### config.mk
export PLATFORM = sky130hd
export DESIGN_NAME = icache_victim_select
export DESIGN_NICKNAME = d
export VERILOG_FILES = /design/src/hdl/icache_pkg.sv /design/src/hdl/icache_victim_select.sv
export SDC_FILE = /design/constraint.sdc
export NUM_CORES = 1
export LEC_CHECK = 0
export BUFFER_PORTS_ARGS = -buffer_cell sky130_fd_sc_hd__buf_2
export CAP_MARGIN = 20
export CORE_AREA = 4 4 41 43
export CTS_CLUSTER_DIAMETER = 50
export CTS_CLUSTER_SIZE = 24
export DETAILED_ROUTE_END_ITERATION = 6
export DIE_AREA = 0 0 45 47
export PLACE_DENSITY_LB_ADDON = 0.25
export SETUP_SLACK_MARGIN = 0.3
export SLEW_MARGIN = 20
export SYNTH_ARGS = -nofsm -noshare
export SYNTH_HDL_FRONTEND = slang
export SYNTH_SLANG_ARGS = --single-unit
### constraint.sdc
create_clock -name clk -period 1.2 [get_ports clk]
set_input_delay 0.24 -clock clk [delete_from_list [all_inputs] [get_ports clk]]
set_output_delay 0.24 -clock clk [all_outputs]
set_load 0.05 [all_outputs]
### src/hdl/icache_pkg.sv
// Shared definitions for the private instruction cache
// Geometry constants, vector types, bus structs and controller states

package icache_pkg;

   ///////////////////////////////
   // Geometry
   ///////////////////////////////
   localparam int ADDR_W    = 32;     // Fetch address
   localparam int LINE_W    = 128;    // One line is one fetch beat
   localparam int NB_WAYS   = 4;
   localparam int NB_SETS   = 16;
   localparam int OFFSET_W  = 4;      // Byte offset inside a line
   localparam int SET_W     = 4;
   localparam int TAG_W     = 7;      // Address bits [14:8]
   localparam int STAT_W    = 32;
   localparam logic [7:0] LFSR_SEED = 8'hA5;

   typedef logic [ADDR_W-1:0]  addr_t;
   typedef logic [LINE_W-1:0]  line_t;
   typedef logic [SET_W-1:0]   set_idx_t;
   typedef logic [TAG_W-1:0]   tag_t;
   typedef logic [NB_WAYS-1:0] way_oh_t;
   typedef logic [STAT_W-1:0]  stat_cnt_t;

   ///////////////////////////////
   // Structs
   ///////////////////////////////
   typedef struct packed {
      logic valid;
      tag_t tag;
   } tag_entry_t;

   typedef struct packed {
      way_oh_t    way_mask;   // Ways written this cycle
      set_idx_t   set_idx;
      tag_entry_t entry;
   } tag_wr_t;

   typedef struct packed {
      logic  req;
      addr_t addr;
   } refill_req_t;

   typedef struct packed {
      logic  gnt;
      logic  valid;
      line_t data;
   } refill_rsp_t;

   typedef struct packed {
      logic  valid;
      line_t data;
   } fetch_rsp_t;

   // One-cycle strobes for the statistics block
   typedef struct packed {
      logic trans;
      logic hit;
      logic miss;
      logic evict;
   } perf_event_t;

   typedef enum logic [3:0] {
      DISABLED,
      BYPASS_REFILL,
      BYPASS_WAIT,
      FLUSH_ALL,
      FLUSH_SET,
      IDLE,
      TAG_LOOKUP,
      WAIT_REFILL_GNT,
      WAIT_REFILL_DONE
   } ctrl_state_t;

endpackage

### src/hdl/icache_victim_select.sv
// Replacement way selection
// 8-bit LFSR for a random way, highest invalid way search, one-hot result

`timescale 1ns/1ps

module icache_victim_select
(
   input  logic                  clk,
   input  logic                  rst_n,
   input  logic                  advance_i,      // Step after a random pick
   input  icache_pkg::way_oh_t   valid_ways_i,
   output icache_pkg::way_oh_t   victim_o
);

   localparam int WAY_IDX_W = $clog2(icache_pkg::NB_WAYS);

   logic [7:0]            lfsr_q;
   logic                  feedback;
   logic [WAY_IDX_W-1:0]  free_idx;
   icache_pkg::way_oh_t   rand_oh;
   icache_pkg::way_oh_t   free_oh;

   // Taps 8,6,5,4 give the full 255 cycle
   assign feedback = lfsr_q[7] ^ lfsr_q[5] ^ lfsr_q[4] ^ lfsr_q[3];

   always_ff @(posedge clk, negedge rst_n)
   begin
      if (!rst_n)
         lfsr_q <= icache_pkg::LFSR_SEED;
      else if (advance_i)
         lfsr_q <= {lfsr_q[6:0], feedback};
   end

   assign rand_oh = icache_pkg::way_oh_t'(1) << lfsr_q[WAY_IDX_W-1:0];

   // Last match wins, so the highest-numbered invalid way is taken
   always_comb
   begin
      free_idx = '0;
      for (int w = 0; w < icache_pkg::NB_WAYS; w++)
      begin
         if (!valid_ways_i[w])
            free_idx = w[WAY_IDX_W-1:0];
      end
   end

   assign free_oh  = icache_pkg::way_oh_t'(1) << free_idx;
   assign victim_o = (&valid_ways_i) ? rand_oh : free_oh;

endmodule

# Word-level counts from Yosys, hierarchy flattened
# Cells that the tools add are included.
# totals
elab_cells,11
inputBits,7
out_inout_bits,4
regBits,8
# op_classes
n_bitwise,3
reduce_logical,1
mux,4
n_shift,2
# ops
operator,count
"left shift 1 x 2 -> 4 bit, first input constant",2
2-to-1 mux 2 bit,2
2-to-1 mux 4 bit,1
AND reduction 4 bit,1
XOR 1 bit,3
2-to-1 mux 1 bit,1

# Logic depth before layout (Yosys ltp)
# logic_depth
word_depth,5
mapped_depth,3
ltp_nobuf,3

# Worst setup path before layout
# No wires, ideal clock.
# synth_path
path_type,register to output
start,register lfsr_q[0]
end,output port victim_o[3]
path_buffers,0
arrival_ns,1.688
required_time_ns,0.960
path_slack_ns,-0.728
path_stages_with_launch,3
cell_sequence,dfstp_2 > nand2_1 > o21ai_0
# synth_via
elab_chain_cells,2
# synth_lines
element,line,text
start: declaration,icache_victim_select.sv:17,logic [7:0] lfsr_q;
start signal: assignment,icache_victim_select.sv:29,lfsr_q <= icache_pkg::LFSR_SEED;
start signal: assignment,icache_victim_select.sv:31,"lfsr_q <= {lfsr_q[6:0], feedback};"
left shift 1 x 2 -> 4 bit,icache_victim_select.sv:34,assign rand_oh = icache_pkg::way_oh_t'(1) << lfsr_q[WAY_IDX_W-1:0];
2-to-1 mux 4 bit,icache_victim_select.sv:48,assign victim_o = (&valid_ways_i) ? rand_oh : free_oh;
end: declaration,icache_victim_select.sv:12,output icache_pkg::way_oh_t victim_o
# No other way between the ends.

# Final worst setup path
# layout_path
start,register lfsr_q[0]
end,output port victim_o[0]
# The elaborated chain is that of the path after synthesis.

==> metrics.txt <==
outcome finished, violations left; failing checks negative setup slack; Mapped Avg Cell Area 12.8 um^2; Bufs on Longest Clock Path 2; Cell variety after synth 15; Setup crit start lfsr_q[0]$_DFFE_PN1P_; CP endpoint victim_o[0]; I/O Buffers 10; hold_sp advance_i; row cnt 13; first-pass GRT wire length about 1.4 mm; CP max-delay cell dfstp_2; Initial Util between 20% and 30%; DRT iter0 DRCs 5; initial antenna violation count 0; CTS tree yes; largest net degree at the start of global routing 10; min Tclk post-route 1.52 ns; max reg flops 8; Reg-to-Reg Start lfsr_q[1]$_DFFE_PN0P_; Crit path required time approximately 0.96 ns; Worst Path Arrival 1.28 ns; Overflow after GRT 0; hold path cells 2; Syn Nets 37; Reg clk slew, reported paths 0.05 ns; max_cap viols 0; largest fanout on the critical path 3; register area share after synthesis 53.2%; Vias/cell around 4.9; number of global-route vias before repair 315; Top Ports 11; final wirelength 843 um; # placed instances 57; peak supply drop 829 uV; CP Depth 4; top post-synthesis cells by area dfstp_2, dfrtp_1, mux2_2; Yosys top cell area share 27.3%; share of cells above drive strength 1 between 70% and 80%; hpwl dp 641 um; Reg2Reg Setup Slack 0.05 ns; cells on worst reg2reg path 4; Die Ht between 40 and 50 um; Worst path max stage delay 0.37 ns; clk_skew 0.00850 ns; depth of the CTS H-tree 1; Pleak 0.256 nW; gr usage total 9.89%; Hold Vio Cnt, Final 0; Cells after Synth 30; leading area contributor after synthesis dfstp_2; Root Driver clkbuf_4; Final Non-Filler Cells 64; CTS Sinks 8; Min Hold Slack 0.294 ns; critical setup path kind register to output pin; Max Freq roughly 660 MHz; Vias ~310; max-slew violations 0; die width 45 um; Wirelength per Cell 13.2 um; Synth Register Bits 8; Max-slew headroom slightly below 90%; Final WS setup -0.325 ns; Post-DRT Antenna Nets 0; area grow syn2layout 57.1%; RSZ-0062 raised after global routing yes; Fillers 132; worst slew pin tran 0.193 ns; Worst Path Buf+Inv 2; Final setup violation count 4; synthesized area 385 um^2; die area 0.00212 mm^2; most flop-heavy register lfsr_q; TritonCTS buffer count 3; Final nets 57; Setup crit start kind register; Hold Crit Class primary input to register; Remaining DRCs 0; YS warnings 0; Antenna Cells 0; later-pin clock latency in the skew report 0.26 ns; kind of cell adding the most delay to the critical path flip-flops; total power 0.00141 W; drt pass-1 iters 2; area of the core roughly 0.0013 mm^2; top flop regs lfsr_q x8; worst path cell trace buf_4 > o21ai_0 > and4_4 > buf_8; power per cell area 2330 mW/mm^2; RR Endpoint lfsr_q[1]$_DFFE_PN0P_; Placer Congestion 0.752; crit share post-route 127%; Crit. End Element output pin
-- metrics by stage --
| step | area (um^2) | setup slack, ns | utilization [%] | setup TNS (ns) |
|---|---|---|---|---|
| floorplan | 425 | -0.0360 | - | -0.0360 |
| global placement | 505 | -0.129 | 38.8 | -0.363 |
| detailed placement | 505 | -0.197 | 38.8 | -0.548 |
| CTS | 593 | -0.354 | 45.6 | -1.25 |
| global route | 606 | -0.382 | 46.5 | -1.41 |
| finish | 606 | -0.325 | 46.5 | -1.20 |
-- Yosys cell counts (all sizes together) --
cell type,instances
o21ai,3
a21oi,1
and3,1
nand4b,1
dfrtp,4
and4,1
a21boi,1
buf,1
dfstp,4
xnor2,3
nor2,1
mux2,7
nand2,1
nand3,1
-- worst min-delay path by stage --
stage                                        to  slack, ns
after global routing      lfsr_q[0]$_DFFE_PN1P_       0.30
after CTS                 lfsr_q[0]$_DFFE_PN1P_       0.29
after detailed placement  lfsr_q[4]$_DFFE_PN0P_       0.09
after global placement    lfsr_q[4]$_DFFE_PN0P_       0.08
final                     lfsr_q[0]$_DFFE_PN1P_       0.29
after floorplan           lfsr_q[1]$_DFFE_PN0P_      -0.06
-- what timing repair did --
action,in CTS,in global routing
setup endpoints to repair,7,7
pin swaps,2,1
gates cloned,0,0
buffers inserted,1,1
gates resized for setup,13,2
hold endpoints to repair,4,0
hold buffers,1,0
-- worst reg2reg max path, delay by kind of cell, from the launching register on --
family | cells | cell delay [ns]
flops | 1 | 0.43
mux | 1 | 0.26
buf+inv | 3 | 0.34
-- routing by layer --
metal  wire (um)  vias up  global-route usage, %  share of wire (%)
met5           0        -                      0                  0
met4          15        0                   7.02                1.8
met3          57        2                   2.30                6.8
met2         488       12                   19.5                 58
met1         282      151                   8.64                 33
li1            -      148                      -                  -
-- cell type report --
class	count	area, um^2	share of cell area, %
tap	15	18.8	3.10
sequential	8	206	34.1
clock buffer	4	26.3	4.34
multi-input combinational	21	216	35.7
timing repair buffer	16	138	22.7
-- placed cells by master (no fill, tap or decap), drive strengths merged, types with 3 or more instances in the layout --
cell type	instances
mux2	7
buf	15
dfrtp	4
o21ai	3
xnor2	3
dfstp	4
clkbuf	4
-- cells by family (layout without fill, tap and decap cells) --
group	after synthesis	in the layout	share of synthesized area [%]
DFF	8	8	53.2
muxes	7	7	20.5
and+or+nand+nor	6	6	9.41
AOI/OAI and AO/OA	5	5	7.14
xor gates and xnor gates	3	3	6.82
buffers and inverters	1	20	2.92
-- report_power, final --
part | switching [W] | total, W | internal, W
Sequential | 0.000119 | 0.000583 | 0.000463
Combinational | 0.000223 | 0.000607 | 0.000384
Clock | 0.0000926 | 0.000220 | 0.000127
Total | 0.000435 | 0.00141 | 0.000974
Note: power is estimated with default switching activity, not from simulation.
