**src/hdl/icache_pkg.sv**
```systemverilog
// Shared definitions for the private instruction cache
// Geometry constants, vector types, bus structs and controller states

package icache_pkg;

   ///////////////////////////////
   // Geometry
   ///////////////////////////////
   localparam int ADDR_W    = 32;     // Fetch address
   localparam int LINE_W    = 128;    // One line is one fetch beat
   localparam int NB_WAYS   = 4;
   localparam int NB_SETS   = 16;
   localparam int OFFSET_W  = 4;      // Byte offset inside a line
   localparam int SET_W     = 4;
   localparam int TAG_W     = 7;      // Address bits [14:8]
   localparam int STAT_W    = 32;
   localparam logic [7:0] LFSR_SEED = 8'hA5;

   typedef logic [ADDR_W-1:0]  addr_t;
   typedef logic [LINE_W-1:0]  line_t;
   typedef logic [SET_W-1:0]   set_idx_t;
   typedef logic [TAG_W-1:0]   tag_t;
   typedef logic [NB_WAYS-1:0] way_oh_t;
   typedef logic [STAT_W-1:0]  stat_cnt_t;

   ///////////////////////////////
   // Structs
   ///////////////////////////////
   typedef struct packed {
      logic valid;
      tag_t tag;
   } tag_entry_t;

   typedef struct packed {
      way_oh_t    way_mask;   // Ways written this cycle
      set_idx_t   set_idx;
      tag_entry_t entry;
   } tag_wr_t;

   typedef struct packed {
      logic  req;
      addr_t addr;
   } refill_req_t;

   typedef struct packed {
      logic  gnt;
      logic  valid;
      line_t data;
   } refill_rsp_t;

   typedef struct packed {
      logic  valid;
      line_t data;
   } fetch_rsp_t;

   // One-cycle strobes for the statistics block
   typedef struct packed {
      logic trans;
      logic hit;
      logic miss;
      logic evict;
   } perf_event_t;

   typedef enum logic [3:0] {
      DISABLED,
      BYPASS_REFILL,
      BYPASS_WAIT,
      FLUSH_ALL,
      FLUSH_SET,
      IDLE,
      TAG_LOOKUP,
      WAIT_REFILL_GNT,
      WAIT_REFILL_DONE
   } ctrl_state_t;

endpackage

```
**src/hdl/icache_perf_counters.sv**
```systemverilog
// Statistics counters for transactions, hits, misses and evictions
// Clear has priority over counting, counting needs enable

`timescale 1ns/1ps

module icache_perf_counters
(
   input  logic                      clk,
   input  logic                      rst_n,
   input  logic                      clear_i,
   input  logic                      enable_i,
   input  icache_pkg::perf_event_t   event_i,
   output icache_pkg::stat_cnt_t     stat_trans_o,
   output icache_pkg::stat_cnt_t     stat_hit_o,
   output icache_pkg::stat_cnt_t     stat_miss_o,
   output icache_pkg::stat_cnt_t     stat_evict_o
);

   localparam int NB_CNT = $bits(icache_pkg::perf_event_t);

   logic [NB_CNT-1:0]      ev;
   icache_pkg::stat_cnt_t  cnt_q [NB_CNT];

   assign ev = event_i;   // Bit 3 trans, bit 0 evict

   always_ff @(posedge clk, negedge rst_n)
   begin
      if (!rst_n)
      begin
         for (int i = 0; i < NB_CNT; i++)
         begin
            cnt_q[i] <= '0;
         end
      end
      else if (clear_i)
      begin
         for (int i = 0; i < NB_CNT; i++)
         begin
            cnt_q[i] <= '0;
         end
      end
      else if (enable_i)
      begin
         for (int i = 0; i < NB_CNT; i++)
         begin
            if (ev[i])
               cnt_q[i] <= cnt_q[i] + 1'b1;
         end
      end
   end

   assign stat_trans_o = cnt_q[3];
   assign stat_hit_o   = cnt_q[2];
   assign stat_miss_o  = cnt_q[1];
   assign stat_evict_o = cnt_q[0];

endmodule

```
**config.mk**
```make
export PLATFORM = sky130hd
export DESIGN_NAME = icache_perf_counters
export DESIGN_NICKNAME = d
export VERILOG_FILES = /design/src/hdl/icache_pkg.sv /design/src/hdl/icache_perf_counters.sv
export SDC_FILE = /design/constraint.sdc
export NUM_CORES = 1
export LEC_CHECK = 0
export BUFFER_PORTS_ARGS = -buffer_cell sky130_fd_sc_hd__buf_2
export CAP_MARGIN = 30
export CORE_ASPECT_RATIO = 1.4
export CORE_MARGIN = 3
export CORE_UTILIZATION = 35
export CTS_BUF_LIST = sky130_fd_sc_hd__clkbuf_8 sky130_fd_sc_hd__clkbuf_16
export CTS_CLUSTER_SIZE = 28
export DETAILED_ROUTE_END_ITERATION = 6
export HOLD_SLACK_MARGIN = 0.03
export PLACE_DENSITY = 0.55
export SLEW_MARGIN = 10
export SYNTH_ARGS = -nofsm -noshare
export SYNTH_HDL_FRONTEND = slang
export SYNTH_SLANG_ARGS = --single-unit
```
**constraint.sdc**
```tcl
create_clock -name clk -period 2.4 [get_ports clk]
set_input_delay 0.12 -clock clk [delete_from_list [all_inputs] [get_ports clk]]
set_output_delay 0.12 -clock clk [all_outputs]
set_load 0.05 [all_outputs]
```
# Yosys cells after proc, flatten, opt, wreduce, memory -nomap -nowiden

Cells that the tools add are included.

Reductions and logical operators: 9
Mux-type cells: 6
Add/subtract/negate cells: 4

Operator list:

| operator              | count |
|---|---|
| $mux 128              | 2 |
| $add 32x1->32 const B | 4 |
| $mux 32               | 4 |
| $reduce_bool 2->1     | 5 |
| $reduce_and 2->1      | 4 |

Register bits: 128
Output and inout port bits: 128
Input port bits: 8
Logic and storage cells: 23

# Logic depth before layout (Yosys ltp)

Gate-level depths: netlist (run 1).

Depth in word-level cells: 4
Mapped depth: 8
Gate-level depth less buffers: 5

# Least setup slack after synthesis (run 1)

OpenSTA, ideal clock, no wires.

Kind: reg-to-reg
Start: reg cnt_q, in the netlist stat_hit_o[0]
End: reg cnt_q, in the netlist stat_hit_o[28]
Clock period less this slack: 2429 ps
Setup time: 128 ps
Data required time: 2272 ps
Stages on the path, launching flop included: 7
Buffers on the path: 1
Path slack: -29 ps
Data arrival time: 2301 ps
Path through: dfrtp_1 -> ha_1 -> nand4_1 -> or4_1 -> buf_2 -> nor4_1 -> mux2_1

Cells in the longest elaborated chain, start to end: 4

Ends and longest elaborated chain:

| item                             | RTL line                   | RTL |
|---|---|---|
| start: declaration               | icache_perf_counters.sv:22 | `icache_pkg::stat_cnt_t cnt_q [NB_CNT];` |
| start signal: indexed assignment | icache_perf_counters.sv:47 | `cnt_q[i] <= cnt_q[i] + 1'b1;` |
| $add 32x1->32                    | icache_perf_counters.sv:47 |  |
| $mux 32                          | icache_perf_counters.sv:46 | `if (ev[i])` |
| $mux 128                         | icache_perf_counters.sv:42 | `else if (enable_i)` |
| $mux 128                         | icache_perf_counters.sv:35 | `else if (clear_i)` |

No other way between the ends. The select of a mux whose other input is x is not followed.
A chain may end at the register's enable or synchronous reset.

# Worst setup path in the final report (run 1)

Start: reg cnt_q, in the netlist stat_hit_o[0]
End: reg cnt_q, in the netlist stat_hit_o[26]

Same word-level chain as after synthesis.

==> impl_metrics.ini, run 1 <==
[status]
outcome = complete, no violations

[setup_path]
cpPeakStageDelay_ns = 0.64
path_max_fanout = 9
worst-r2r-setup-slack_ns = 0.19
cp-startpoint = stat_hit_o[0]
path_cells = ha_1, nand4_1, or4_1, buf_4, or4_1, a21oi_1
cp_num_buf_inv = 1
required_ns = 2.73
worstSetupStartpointType = flop
rr_worst_depth = 6
rr_endpoint = stat_hit_o[26]
crit_path_end_kind = flop
crit_family = simple AND/OR/NAND/NOR gates
crit_type = reg2reg
cp_common_cell = or4_1
critPathArrivalTime_ns = 2.54
slowest_stage = or4_1
r2r-start = stat_hit_o[0]

[global_route]
use_met1_pct = 21.3
use_met3_pct = 3.34
grt_pass1_vias = 6020
top_usage_layer = met2
met2_usage_pct = 30.3
grt_usage_pct = 17.3
antenna_found_initial = 0
grt_pass1_wl_um = 30800
grt_max_degree = 80
grt-ovfl-total = 0

[sta]
setup_viol = 0
finalHoldViolCount = 0
finalCriticalPeriod_ns = 2.21
rsz0062_at_grt = no
max_clock_freq_mhz = 452
timing.final.crit_share_pct = 92.1
relSlewSlack_pct = 44.2
skew_ns = 0.0122
setup_tns_ns = 0
tightest_slew_ns = 0.837
slew_viol_final = 0

[final_layout]
final_cell_mix = buf_2 (133), dfrtp_1 (126), a21oi_1 (66), nor2_1 (65), or4_1 (49)
layout_commonest_cell = buf_2
fillers = 1919
syn2layout_area_growth_pct = 25.2
ff_latch_area_mm2 = 0.00321
diodes = 0
multi_input_area_mm2 = 0.00340
final_area_mm2 = 0.00861
drive_gt1_share_pct = 23.5
nets = 892

[power]
swShare_pct = 22.4
pwr_density_cell_mw_per_mm2 = 606
p_sw_uw = 1170
ir_worst_vdd_v = 0.000394
power_leakage_uw = 0.00377
clkPwrFrac_pct = 54.2
intPower_uw = 4050
sequentialPowerShare_pct = 41.8
pwr-share-comb_pct = 4.0

[synth]
ys_seq_area_share_pct = 46.6
syn_inst = 734
syn_area_per_cell_um2 = 9.37
synth-seq-cells = 128
yosysWarningCount = 0
synthesis.area_mm2 = 0.00688
synth.distinct_cells = 40
syn_nets = 746

[clock_tree]
cts_tree = done
cts_root_buf = clkbuf_16
path_clk_slew_ns = 0.06
insertion_delay_ns = 0.41
cts_sinks = 128
numCtsBuffers = 17
cts_buffer_depth = 2
post_cts_buffers = 0
htreeDepth = 4
cts_resized = 0

[die]
dieArea_mm2 = 0.0214
die_x_um = 124
initial_core_util_pct = 35.7
die_h_um = 172
rows = 60
io_pins = 136
placeableCoreArea_mm2 = 0.0193

[min_path]
hold_depth = 3
min_from = enable_i
min_path_type = in2reg
holdPathEnd = stat_trans_o[1]

[routing]
vias_per_cell = 5.46
drc_errors = 0
drtIter0Drc = 317
wire_per_inst_um = 16.0
drtAntennaViolNets = 0
drt_wl_total_um = 18300
num_vias = 6232
drt_first_pass_iters = 4

[placement]
port-buffer-count = 135
place_congestion = 0.792
dpl.hpwl_um = 12600
placed_cell_area_mm2 = 0.00791

[flow_run]
drv_cap = 0
==> cell families after synthesis <==
| logic type | count (synthesis) | share of synthesized area, % |
|---|---|---|
| flip-flops | 128 | 46.6 |
| XOR/XNOR | 39 | 4.97 |
| AND/OR/NAND/NOR | 347 | 28.4 |
| adder cells (fa/ha/maj) | 4 | 0.728 |
| multiplexers | 24 | 3.93 |
| buffers and inverters | 62 | 4.06 |
| AO/OA/AOI/OAI | 130 | 11.3 |
==> power by group through the flow <==
stage               logic [uW]  clock network, uW  registers [uW]
floorplan                 77.8                  0            2250
global placement           210                  0            2220
detailed placement         211                  0            2220
CTS                        217               2910            2180
global route               238               3000            2180
finish                     210               2830            2180
==> synthesized netlist by cell type, drive strengths merged <==
master | number | area, um^2
o31ai | 45 | 338
o21ai | 15 | 75.1
and3 | 12 | 75.1
and2 | 2 | 12.5
nand4 | 28 | 181
nand2 | 43 | 161
a21oi | 68 | 348
dfrtp | 128 | 3200
nor4 | 28 | 181
and4 | 11 | 96.3
dlygate4sd1 | 1 | 8.76
xor2 | 11 | 96.3
o31a | 1 | 8.76
or3 | 21 | 131
nor2b | 22 | 138
or3b | 1 | 8.76
nor4b | 5 | 43.8
nor3 | 13 | 65.1
o21ba | 1 | 10.0
or4b | 1 | 10.0
inv | 17 | 63.8
ha | 4 | 50.1
buf | 15 | 97.6
xnor2 | 28 | 245
nand3 | 41 | 205
mux2 | 24 | 270
nor2 | 65 | 244
nor3b | 2 | 15.0
clkbuf | 29 | 109
or4 | 49 | 368
or2 | 3 | 18.8
==> worst reg2reg max path, stage by stage (launching register included) <==
cell and delay (ns):
dfrtp_2 0.38, ha_1 0.17, nand4_1 0.10, or4_1 0.64
buf_4 0.23, or4_1 0.46, a21oi_1 0.15
==> state kept, by name, summed over array words and instances (netlist names) <==
signal / flops
stat_miss_o: 32
stat_evict_o: 32
stat_hit_o: 32
stat_trans_o: 32
==> worst max path at each step <==
stage                       endpoint  slack, ns  depth (start not counted)
global route          stat_hit_o[22]       0.04                          6
global placement      stat_hit_o[22]       0.22                          6
detailed placement    stat_hit_o[30]       0.19                          6
CTS                   stat_hit_o[30]       0.18                          6
floorplan           stat_trans_o[28]       0.06                          6
finish                stat_hit_o[26]       0.19                          6
==> stage by stage <==
step           cells  hold WS [ns]  setup WS, ns  total power [uW]  util, %
2_1_floorplan    734        -0.176        0.0586              2320        -
3_3_place_gp    1104        0.0981         0.221              2430     41.0
3_5_place_dp    1104         0.106         0.192              2430     41.0
4_1_cts         1141         0.138         0.179              5310     44.6
5_1_grt         1141         0.150        0.0413              5420     44.6
6_report        1141         0.154         0.189              5220     44.6
==> layer usage <==
layer  up-vias  part of all wire (%)
met5         -                     0
met4         0                   1.8
met3        26                   3.5
met2       130                    51
met1      3049                    44
li1       3027                     -
==> layout make-up <==
class,count,share of cell area (%)
tap,248,3.60
sequential,128,37.2
inverter,17,0.741
timing repair buffer,172,11.5
multi-input combinational,544,39.4
clock buffer,20,5.42
clock inverter,12,2.11
==> repair_timing <==
item                       4_1_cts  5_1_grt
setup endpoints to repair        0        0
hold buffers                     5        0
hold endpoints to repair        49        0
(Power assumes the default switching activity.)
==> inputs of run 2 (changes only) <==
Settings changed: CELL_PAD_IN_SITES_DETAIL_PLACEMENT from default to 0, CELL_PAD_IN_SITES_GLOBAL_PLACEMENT from default to 1, CTS_CLUSTER_SIZE 28 to 30, PLACE_DENSITY 0.55 to 0.69.
==> impl_metrics.ini, run 2 (synthesized netlist as in run 1, its figures left out) <==
[status]
outcome = complete, no violations

[power]
power_leakage_uw = 0.00378
ir_worst_vdd_v = 0.000414
pwr_density_cell_mw_per_mm2 = 590
finalPower_uw = 5070

[die]
initial_core_util_pct = 35.7
io_pins = 136
die_x_um = 124
die_h_um = 172
rows = 60
placeableCoreArea_mm2 = 0.0193
dieArea_mm2 = 0.0214

[routing]
wire_per_inst_um = 16.4
vias_per_cell = 5.42
drt_wl_total_um = 18700
drt_first_pass_iters = 4
num_vias = 6199
drtIter0Drc = 359
drc_errors = 0
drtAntennaViolNets = 0

[global_route]
antenna_found_initial = 0
grt_pass1_wl_um = 31000
use_met3_pct = 4.39
grt-ovfl-total = 0
met2_usage_pct = 30.0
top_usage_layer = met2
grt_pass1_vias = 5982
use_met1_pct = 21.8
grt_max_degree = 83
grt_usage_pct = 17.5

[placement]
placed_cell_area_mm2 = 0.00792
place_congestion = 0.744
dpl.hpwl_um = 12700
place_ws_ns = 0.224
port-buffer-count = 135

[setup_path]
crit_family = simple AND/OR/NAND/NOR gates
path_cells = ha_1, nand3_1, or3_1, nor4_1, mux2_2
r2r-start = stat_trans_o[0]
crit_end = stat_trans_o[28]
crit_path_end_kind = flop
path_depth = 5
critPathArrivalTime_ns = 2.50
worstSetupStartpointType = flop
slowest_stage = or3_1
required_ns = 2.70
rr_worst_depth = 5
path_max_fanout = 18
rr_endpoint = stat_trans_o[28]
worst-r2r-setup-slack_ns = 0.19
crit_type = reg2reg
cpPeakStageDelay_ns = 0.60
cp_num_buf_inv = 0
cp-startpoint = stat_trans_o[0]

[clock_tree]
insertion_delay_ns = 0.41
numCtsBuffers = 17
cts_tree = done
cts_buffer_depth = 2
htreeDepth = 4
cts_root_buf = clkbuf_16
post_cts_buffers = 0
cts_sinks = 128
path_clk_slew_ns = 0.06

[final_layout]
layout_commonest_cell = buf_2
nets = 895
syn2layout_area_growth_pct = 25.0
final_cell_mix = buf_2 (133), dfrtp_1 (126), a21oi_1 (66), nor2_1 (65), or4_1 (49)
diodes = 0
final_area_mm2 = 0.00860
drive_gt1_share_pct = 23.2

[sta]
finalHoldViolCount = 0
rsz0062_at_grt = no
tightest_slew_ns = 0.669
relSlewSlack_pct = 55.3
max_clock_freq_mhz = 453
slew_viol_final = 0
setup_viol = 0
whs_ns = 0.126
skew_ns = 0.0110
setup_tns_ns = 0
setup_ws_ns = 0.193
timing.final.crit_share_pct = 92.0
finalCriticalPeriod_ns = 2.21

[min_path]
min_path_type = in2reg

[flow_run]
drv_cap = 0
## run 2: layout make-up
| class | instances | area, um^2 |
|---|---|---|
| Sequential cell | 128 | 3210 |
| Clock inverter | 15 | 179 |
| Inverter | 17 | 63.8 |
| Multi-Input combinational cell | 544 | 3400 |
| Timing Repair Buffer | 175 | 1010 |
| Clock buffer | 17 | 425 |
| Fill cell | 1920 | 10700 |
| Tap cell | 248 | 310 |
## run 2: through the flow
stage               util, %  cells
finish                 44.6   1144
global route           44.6   1144
CTS                    44.6   1144
detailed placement     41.1   1105
global placement       41.1   1105
floorplan                 -    734
## run 2: worst min-delay path by stage
| stage | start | endpoint | slack [ns] | depth (start not counted) |
|---|---|---|---|---|
| floorplan | rst_n | stat_evict_o[0] | -0.18 | 0 |
| global placement | rst_n | stat_evict_o[16] | 0.18 | 2 |
| detailed placement | rst_n | stat_evict_o[13] | 0.18 | 2 |
| CTS | enable_i | stat_trans_o[2] | 0.11 | 4 |
| global route | enable_i | stat_trans_o[2] | 0.14 | 4 |
| finish | enable_i | stat_trans_o[2] | 0.13 | 4 |
## run 2: layer usage
| metal | vias up | routed length [um] | share of wire, % |
|---|---|---|---|
| met2 | 132 | 9220 | 49 |
| li1 | 3026 | - | - |
| met3 | 18 | 889 | 4.7 |
| met5 | - | 0 | 0 |
| met4 | 0 | 261 | 1.4 |
| met1 | 3023 | 8350 | 45 |
## run 2: power breakdown
group	switching, uW	total (uW)	internal (uW)
Clock	963	2680	1710
Sequential	11.5	2180	2170
Combinational	160	211	50.2
## run 2: worst min-delay path, cell delays in order
cell,delay (ns)
buf_2,0.14
nand3_1,0.10
xor2_1,0.06
nor2_1,0.08
## run 2: timing repair
action,CTS,global route
resized for setup,0,0
hold buffers,7,0
endpoints found under the hold margin,136,0
