File: config.mk
export PLATFORM = sky130hd
export DESIGN_NAME = icache_ctrl_fsm
export DESIGN_NICKNAME = d
export VERILOG_FILES = /design/src/hdl/icache_pkg.sv /design/src/hdl/icache_ctrl_fsm.sv
export SDC_FILE = /design/constraint.sdc
export NUM_CORES = 1
export LEC_CHECK = 0
export BUFFER_PORTS_ARGS = -buffer_cell sky130_fd_sc_hd__buf_2
export CELL_PAD_IN_SITES_DETAIL_PLACEMENT = 1
export CELL_PAD_IN_SITES_GLOBAL_PLACEMENT = 2
export CORE_AREA = 2 2 415 417
export DETAILED_ROUTE_END_ITERATION = 12
export DIE_AREA = 0 0 417 419
export PLACE_DENSITY = 0.4
export SLEW_MARGIN = 30
export SYNTH_ARGS = -nofsm -noshare
export SYNTH_HDL_FRONTEND = slang
export SYNTH_SLANG_ARGS = --single-unit
File: constraint.sdc
create_clock -name clk -period 9.25 [get_ports clk]
set_input_delay 0.925 -clock clk [delete_from_list [all_inputs] [get_ports clk]]
set_output_delay 0.925 -clock clk [all_outputs]
set_load 0.01 [all_outputs]
File: src/hdl/icache_pkg.sv
// Shared definitions for the private instruction cache
// Geometry constants, vector types, bus structs and controller states

package icache_pkg;

   ///////////////////////////////
   // Geometry
   ///////////////////////////////
   localparam int ADDR_W    = 32;     // Fetch address
   localparam int LINE_W    = 128;    // One line is one fetch beat
   localparam int NB_WAYS   = 4;
   localparam int NB_SETS   = 16;
   localparam int OFFSET_W  = 4;      // Byte offset inside a line
   localparam int SET_W     = 4;
   localparam int TAG_W     = 7;      // Address bits [14:8]
   localparam int STAT_W    = 32;
   localparam logic [7:0] LFSR_SEED = 8'hA5;

   typedef logic [ADDR_W-1:0]  addr_t;
   typedef logic [LINE_W-1:0]  line_t;
   typedef logic [SET_W-1:0]   set_idx_t;
   typedef logic [TAG_W-1:0]   tag_t;
   typedef logic [NB_WAYS-1:0] way_oh_t;
   typedef logic [STAT_W-1:0]  stat_cnt_t;

   ///////////////////////////////
   // Structs
   ///////////////////////////////
   typedef struct packed {
      logic valid;
      tag_t tag;
   } tag_entry_t;

   typedef struct packed {
      way_oh_t    way_mask;   // Ways written this cycle
      set_idx_t   set_idx;
      tag_entry_t entry;
   } tag_wr_t;

   typedef struct packed {
      logic  req;
      addr_t addr;
   } refill_req_t;

   typedef struct packed {
      logic  gnt;
      logic  valid;
      line_t data;
   } refill_rsp_t;

   typedef struct packed {
      logic  valid;
      line_t data;
   } fetch_rsp_t;

   // One-cycle strobes for the statistics block
   typedef struct packed {
      logic trans;
      logic hit;
      logic miss;
      logic evict;
   } perf_event_t;

   typedef enum logic [3:0] {
      DISABLED,
      BYPASS_REFILL,
      BYPASS_WAIT,
      FLUSH_ALL,
      FLUSH_SET,
      IDLE,
      TAG_LOOKUP,
      WAIT_REFILL_GNT,
      WAIT_REFILL_DONE
   } ctrl_state_t;

endpackage

File: src/hdl/icache_ctrl_fsm.sv
// Main cache controller
// Bypass, flush, lookup and refill sequencing
// Drives the fetch port, the refill port and the tag and data stores

`timescale 1ns/1ps

module icache_ctrl_fsm
(
   input  logic                                           clk,
   input  logic                                           rst_n,
   input  logic                                           fetch_req_i,
   input  icache_pkg::addr_t                              fetch_addr_i,
   input  logic                                           bypass_i,
   input  logic                                           flush_i,
   input  logic                                           flush_set_req_i,
   input  icache_pkg::addr_t                              flush_set_addr_i,
   input  icache_pkg::refill_rsp_t                        refill_rsp_i,
   input  icache_pkg::way_oh_t                            hit_ways_i,
   input  icache_pkg::way_oh_t                            valid_ways_i,
   input  icache_pkg::way_oh_t                            victim_i,
   input  icache_pkg::line_t [icache_pkg::NB_WAYS-1:0]    rd_lines_i,
   output logic                                           fetch_gnt_o,
   output icache_pkg::fetch_rsp_t                         fetch_rsp_o,
   output icache_pkg::refill_req_t                        refill_req_o,
   output logic                                           tag_rd_en_o,
   output icache_pkg::set_idx_t                           rd_set_o,
   output icache_pkg::tag_t                               cmp_tag_o,
   output icache_pkg::tag_wr_t                            tag_wr_o,
   output icache_pkg::way_oh_t                            data_wr_mask_o,
   output icache_pkg::set_idx_t                           data_wr_set_o,
   output icache_pkg::line_t                              data_wr_line_o,
   output logic                                           victim_advance_o,
   output icache_pkg::perf_event_t                        perf_o,
   output logic                                           cache_is_bypassed_o,
   output logic                                           cache_is_flushed_o,
   output logic                                           flush_set_ack_o
);

   localparam int SET_LSB = icache_pkg::OFFSET_W;
   localparam int TAG_LSB = icache_pkg::OFFSET_W + icache_pkg::SET_W;

   icache_pkg::ctrl_state_t  state_q, state_d;
   icache_pkg::addr_t        addr_q;            // Address of the granted fetch
   icache_pkg::way_oh_t      victim_q;
   icache_pkg::set_idx_t     flush_cnt_q, flush_cnt_d;
   icache_pkg::set_idx_t     addr_set;
   icache_pkg::line_t        hit_line;
   logic                     latch_victim;

   always_ff @(posedge clk, negedge rst_n)
   begin
      if (!rst_n)
      begin
         state_q     <= icache_pkg::DISABLED;
         flush_cnt_q <= '0;
         victim_q    <= '0;
      end
      else
      begin
         state_q     <= state_d;
         flush_cnt_q <= flush_cnt_d;
         if (latch_victim)
            victim_q <= victim_i;
      end
   end

   always_ff @(posedge clk)
   begin
      if (fetch_req_i && fetch_gnt_o)
         addr_q <= fetch_addr_i;
   end

   assign addr_set  = addr_q[SET_LSB +: icache_pkg::SET_W];
   assign cmp_tag_o = addr_q[TAG_LSB +: icache_pkg::TAG_W];

   // Hit mask is one-hot, an OR of the masked ways picks the line
   always_comb
   begin
      hit_line = '0;
      for (int w = 0; w < icache_pkg::NB_WAYS; w++)
      begin
         if (hit_ways_i[w])
            hit_line = hit_line | rd_lines_i[w];
      end
   end

   ///////////////////////////////
   // Next state and outputs
   ///////////////////////////////
   always_comb
   begin
      state_d             = state_q;
      flush_cnt_d         = flush_cnt_q;
      latch_victim        = 1'b0;
      fetch_gnt_o         = 1'b0;
      fetch_rsp_o.valid   = 1'b0;
      fetch_rsp_o.data    = refill_rsp_i.data;
      refill_req_o.req    = 1'b0;
      refill_req_o.addr   = {addr_q[icache_pkg::ADDR_W-1:SET_LSB], {SET_LSB{1'b0}}};
      tag_rd_en_o         = 1'b0;
      rd_set_o            = fetch_addr_i[SET_LSB +: icache_pkg::SET_W];
      tag_wr_o.way_mask   = '0;
      tag_wr_o.set_idx    = addr_set;
      tag_wr_o.entry      = {1'b1, cmp_tag_o};
      data_wr_mask_o      = '0;
      data_wr_set_o       = addr_set;
      data_wr_line_o      = refill_rsp_i.data;
      victim_advance_o    = 1'b0;
      perf_o              = '0;
      cache_is_bypassed_o = 1'b0;
      cache_is_flushed_o  = 1'b0;
      flush_set_ack_o     = 1'b0;

      case (state_q)
         icache_pkg::DISABLED:
         begin
            flush_set_ack_o     = 1'b1;
            cache_is_bypassed_o = 1'b1;
            cache_is_flushed_o  = 1'b1;
            flush_cnt_d         = '0;
            if (bypass_i)
            begin
               fetch_gnt_o = fetch_req_i;   // Granted at once, forwarded next cycle
               if (fetch_req_i)
                  state_d = icache_pkg::BYPASS_REFILL;
            end
            else
               state_d = icache_pkg::FLUSH_ALL;
         end

         icache_pkg::BYPASS_REFILL:
         begin
            flush_set_ack_o     = 1'b1;
            cache_is_bypassed_o = 1'b1;
            cache_is_flushed_o  = 1'b1;
            refill_req_o.req    = 1'b1;
            if (refill_rsp_i.gnt)
               state_d = icache_pkg::BYPASS_WAIT;
         end

         icache_pkg::BYPASS_WAIT:
         begin
            flush_set_ack_o     = 1'b1;
            cache_is_bypassed_o = 1'b1;
            cache_is_flushed_o  = 1'b1;
            fetch_rsp_o.valid   = refill_rsp_i.valid;
            if (refill_rsp_i.valid)
               state_d = icache_pkg::DISABLED;
         end

         icache_pkg::FLUSH_ALL:
         begin
            flush_set_ack_o   = 1'b1;
            tag_wr_o.way_mask = '1;
            tag_wr_o.set_idx  = flush_cnt_q;
            tag_wr_o.entry    = '0;
            if (flush_cnt_q == icache_pkg::set_idx_t'(icache_pkg::NB_SETS - 1))
            begin
               cache_is_flushed_o = 1'b1;   // Pulse on the last set
               flush_cnt_d        = '0;
               state_d            = icache_pkg::IDLE;
            end
            else
               flush_cnt_d = flush_cnt_q + 1'b1;
         end

         icache_pkg::FLUSH_SET:
         begin
            flush_set_ack_o   = 1'b1;
            tag_wr_o.way_mask = '1;
            tag_wr_o.set_idx  = flush_set_addr_i[SET_LSB +: icache_pkg::SET_W];
            tag_wr_o.entry    = '0;
            state_d           = icache_pkg::IDLE;
         end

         icache_pkg::IDLE:
         begin
            if (bypass_i)
               state_d = icache_pkg::DISABLED;
            else if (flush_i)
               state_d = icache_pkg::FLUSH_ALL;
            else if (flush_set_req_i)
               state_d = icache_pkg::FLUSH_SET;
            else
            begin
               fetch_gnt_o = fetch_req_i;
               tag_rd_en_o = fetch_req_i;   // Tag and data read together
               if (fetch_req_i)
                  state_d = icache_pkg::TAG_LOOKUP;
            end
         end

         icache_pkg::TAG_LOOKUP:
         begin
            if (|hit_ways_i)
            begin
               perf_o.hit        = 1'b1;
               fetch_rsp_o.valid = 1'b1;
               fetch_rsp_o.data  = hit_line;
               fetch_gnt_o       = fetch_req_i;   // Keep streaming hits
               tag_rd_en_o       = fetch_req_i;
               state_d           = fetch_req_i ? icache_pkg::TAG_LOOKUP : icache_pkg::IDLE;
            end
            else
            begin
               perf_o.miss      = 1'b1;
               perf_o.evict     = &valid_ways_i;
               victim_advance_o = &valid_ways_i;
               latch_victim     = 1'b1;
               refill_req_o.req = 1'b1;
               state_d          = refill_rsp_i.gnt ? icache_pkg::WAIT_REFILL_DONE
                                                   : icache_pkg::WAIT_REFILL_GNT;
            end
         end

         icache_pkg::WAIT_REFILL_GNT:
         begin
            refill_req_o.req = 1'b1;
            if (refill_rsp_i.gnt)
               state_d = icache_pkg::WAIT_REFILL_DONE;
         end

         icache_pkg::WAIT_REFILL_DONE:
         begin
            // Refill beat goes to the core and into the victim way together
            fetch_rsp_o.valid = refill_rsp_i.valid;
            data_wr_mask_o    = victim_q & {icache_pkg::NB_WAYS{refill_rsp_i.valid}};
            tag_wr_o.way_mask = victim_q & {icache_pkg::NB_WAYS{refill_rsp_i.valid}};
            if (refill_rsp_i.valid)
               state_d = icache_pkg::IDLE;
         end

         default:
            state_d = icache_pkg::DISABLED;
      endcase

      perf_o.trans = fetch_req_i && fetch_gnt_o;
   end

   // Request and address hold until the next level grants
   refill_hold_a: assert property (@(posedge clk) disable iff (!rst_n)
      refill_req_o.req && !refill_rsp_i.gnt |=> refill_req_o.req && $stable(refill_req_o.addr));

   // A refill beat lands in exactly one way
   refill_wr_onehot_a: assert property (@(posedge clk) disable iff (!rst_n)
      state_q == icache_pkg::WAIT_REFILL_DONE && refill_rsp_i.valid |-> $onehot(data_wr_mask_o));

endmodule

* Yosys cells after proc, flatten, opt, wreduce, memory -nomap -nowiden *
Index checks and enable logic that the tools add are counted.

cells by class
  eq/ne operators = 16
  add/subtract/negate cells = 1
  bitwise operators = 4
  muxes and demuxes = 46
  reductions and logical operators = 11

operators with widths
  operator                                                               number
  128-bit 2-to-1 mux                                                     5
  128-bit OR                                                             3
  129-bit 2-to-1 mux                                                     1
  4-bit 2-to-1 mux                                                       15
  4-bit one-hot mux with 9 select lines                                  1
  12-bit one-hot mux with 2 select lines                                 1
  4-bit by 3-bit equality test with 1-bit output, second input constant  4
  4-bit one-hot mux with 2 select lines                                  2
  1-bit 2-to-1 mux                                                       13
  2-bit inequality test, second input constant                           5
  4-bit by 2-bit equality test with 1-bit output, second input constant  2
  4-bit equality test, second input constant                             2
  1-bit one-hot mux with 2 select lines                                  4
  7-bit AND reduction                                                    1
  2-bit OR reduction                                                     3
  5-bit inequality test, second input constant                           1
  5-bit OR reduction                                                     1
  4-bit by 1-bit adder with 4-bit output, second input constant          1
  4-bit AND                                                              1
  4-bit by 1-bit equality test with 1-bit output, second input constant  1
  4-bit zero test                                                        1
  2-bit 2-to-1 mux                                                       2
  4-bit AND reduction                                                    1
  4-bit OR reduction                                                     1
  other kinds (6)                                                        6

word-level totals
  flip-flop bits (word level) = 44

* Logic depth before layout (Yosys ltp) *
  depth in word-level cells = 9
  mapped depth = 9
  mapped depth without buffers = 6

* Worst setup path after synthesis *
No wires, ideal clock.

  path kind = input to output
  from = input port bypass_i
  to = output port perf_o[3] (netlist bit)
  required time = 8.325 ns
  setup slack = 5.394 ns
  stages = 3
  buffers on the path = 0
  arrival time = 2.931 ns
  cell sequence = nor3_1 -> nand4b_1 -> a31oi_1

RTL lines
  element          line                   source
  start, declared  icache_ctrl_fsm.sv:13  input logic bypass_i,
  end, declared    icache_ctrl_fsm.sv:33  output icache_pkg::perf_event_t perf_o,

==> metrics.md <==
| Metric | Value |
|---|---|
| Status | `finished, final reports clean` |
| Final Hold Vio Count | `0` |
| Vias | `around 12000` |
| WP data required | `approximately 8300 ps` |
| Yosys warns | `0` |
| Final instance area | `roughly 13000 um^2` |
| Worst Path Max Fanout | `110` |
| Highest clock rate | `0.203 GHz` |
| Part of the cycle the worst path needs | `53.3%` |
| Reg2reg start | `state_q[2]` |
| Clk Latency, worst-skew pair | `300 ps` |
| Hold depth | `1` |
| Worst reg2reg endpoint | `state_q[1]` |
| Pin count of the biggest net entering global routing | `around 110` |
| Clock Sinks | `40` |
| Critical Path End Type | `output pin` |
| Seq/Total Area, Yosys | `17.2%` |
| DRT Wirelength | `102 mm` |
| Flop2flop setup slack | `6680 ps` |
| Mapped Area | `around 6600 um^2` |
| GRT Total Usage | `between 10% and 20%` |
| Initial Utilization | `3.88%` |
| Final non-filler cell total | `~4000` |
| Unrepaired setup endpoints after global routing | `false` |
| CP startpoint kind | `primary input` |
| Final setup vio count | `0` |
| Total CTS buffers | `5` |
| Register area | `1140 um^2` |
| Final net count | `~2500` |
| CTS tree | `built` |
| Slew Viols, Final | `0` |
| Wire length per cell | `25.4 um` |
| HP Class | `reg2reg` |
| Gpl congestion | `0.888` |
| Area growth, synth to finish | `104%` |
| Placed instance area | `13200 um^2` |
| Ys flop type | `edfxtp_1` |
| Pwr dens | `126 nW/um^2` |
| Cell taking the most area after synthesis | `a22oi_1` |
| Initial antenna violation count | `roughly 120` |
| Die Y-Extent | `419 um` |
| Die area | `175000 um^2` |
| FF+latch count, synth | `40` |
| Resized cells post-CTS | `0` |
| Post-CTS Setup Bufs | `0` |
| Setup Skew | `between 4 and 5 ps` |
| Crit-path cells | `buf_6 -> or4_4 -> nand2_1 -> inv_8 -> buf_4 -> buf_16 -> nor2_1 -> a31oi_1 -> buf_2` |
| Sum Neg Setup Slack | `0 ps` |
| Min Tclk post-route | `~4900 ps` |
| Ys async rst share | `30.0%` |
| Max-cap violations | `0` |
| VDD IR max | `about 76 uV` |
| Top cell type's share of synthesized area | `29.3%` |
| Syn Area/Cell | `7.15 um^2` |
| Fin Hold WS | `about 500 ps` |
| Worst slew pin tran | `about 870 ps` |
| Vias in the first global route | `11425` |
| Main area contributors after synthesis | `a22oi_1, buf_4, edfxtp_1` |
| Max incr delay on CP | `560 ps` |
| Gate Count Post-Synth | `between 900 and 1000` |
| WP buf/inv | `5` |
| Residual DRC | `0` |
| HPWL after detailed placement | `around 91 mm` |
| Core ar. | `171000 um^2` |
| WHS Endpoint | `victim_q[0]` |
| Antenna-violating nets left | `0` |
| Relative max-transition margin | `roughly 42%` |
| Reg clk slew, reported paths | `~60 ps` |
| Layout cells sized above 1 | `60.9%` |
| Drt first pass iters | `5` |
| Worst Min Path Start | `victim_q[0]` |
| Placed instance count | `around 4000` |
| Largest delay share family, worst path | `buffers and inverters` |
| Vias per cell | `about 2.9` |
| Total congestion overflow | `0` |
| Reg2reg path depth | `6` |
| Footprint of the multi-input gates | `3980 um^2` |
| Rows | `152` |
| Clock root cell | `clkbuf_16` |
| I/O Pins | `between 1000 and 1500` |
| Starting DRC count in detailed routing | `970` |
| Slowest-stage cell, CP | `inv_8` |
| Buffers added on ports | `roughly 1000` |
| Clock Tree Buf Depth | `2` |
| Critical path class | `in2out` |
| Post-synth EDFFs | `28` |
| Synth cell types | `43` |
| Fillers | `20700` |
| First-pass GRT wire length | `123 mm` |
| Cts hold-fix bufs | `0` |
| Leak | `6.00 nW` |
| # H-tree levels | `2` |
| Chip Width | `around 420 um` |
| Critical path arrival | `4010 ps` |
routing by layer:
layer	part of all wire [%]	track usage [%]	vias to the layer above
met2	48	18.2	717
met5	0.66	0	-
li1	-	-	5096
met1	37	12.3	5611
met3	10	4.42	204
met4	3.8	4.07	80
cells by family after synthesis:
family | share of synthesized area (%)
buffers and inverters | 23.0
DFF | 17.2
xor gates and xnor gates | 0.265
AOI/OAI and AO/OA | 45.2
and+or+nand+nor | 12.8
muxes | 1.19
adders and majority gates | 0.189
other | 0.0566
worst reg2reg max path, stage by stage, from the launching register on:
cell,delay (ps)
dfrtp_1,720
nor2b_1,370
and2_1,220
nand2_1,230
inv_8,560
a221o_1,270
mux2_2,140
through the flow:
stage                     utilization (%)  power (mW)  setup WS (ps)
after floorplan                         -       0.910           5390
after global placement               7.74        1.55           4070
after detailed placement             7.74        1.55           4030
after CTS                            7.82        1.74           4030
after global routing                 7.88        1.83           4060
final                                7.90        1.70           4320
sequential cells by signal, summed over array words and instances (netlist names):
register and cells:
addr_q 28, flush_cnt_q 4, victim_q 4, state_q 4
cell usage in the layout (no fill, tap or decap), types with 5 or more instances in the layout:
master / count
nor2_1: 139
a21oi_1: 12
a22oi_1: 258
o21ai_0: 11
buf_4: 16
buf_2: 1018
and2_1: 12
mux2_2: 5
inv_1: 6
clkbuf_16: 5
nor3_1: 7
edfxtp_1: 28
diode_2: 41
a31oi_1: 130
dfrtp_1: 12
nand2_1: 17
synth_stat cells (2+ instances only):
cell type    n
a22oi_1    258
buf_4      149
nor2_1     140
a31oi_1    131
clkbuf_1    71
edfxtp_1    28
buf_2       22
nand2_1     17
a21oi_1     12
and2_1      12
dfrtp_1     12
o21ai_0     11
nor3_1       7
inv_1        6
mux2_2       5
a221o_1      4
nand2b_1     4
nand3_1      3
nor2b_1      3
nor4_1       3
o211ai_1     3
a22o_1       2
mux2_1       2
nand4_1      2
layout make-up:
class | instances | share of cell area (%)
timing repair buffer | 1039 | 39.2
tap | 2233 | 20.7
clock buffer | 7 | 0.984
inverter | 7 | 0.251
multi-input combinational | 639 | 29.6
sequential | 40 | 8.46
antenna | 41 | 0.761
clock inverter | 1 | 0.0371
worst max path at each step:
stage | cells past startpoint | end | startpoint | slack, ps
finish | 9 | fetch_rsp_o[67] | hit_ways_i[0] | 4320
global route | 8 | fetch_rsp_o[19] | hit_ways_i[3] | 4060
CTS | 8 | fetch_rsp_o[15] | hit_ways_i[3] | 4030
detailed placement | 8 | fetch_rsp_o[15] | hit_ways_i[3] | 4030
global placement | 8 | fetch_rsp_o[15] | hit_ways_i[3] | 4070
floorplan | 3 | perf_o[3] | bypass_i | 5390
power by group:
part	total (mW)	internal, mW	switching, mW
sequential	0.293	0.239	0.0540
clock	0.180	0.100	0.0802
combinational	1.23	0.455	0.773
total	1.70	0.795	0.908
Note: power is estimated with default switching activity, not from simulation.
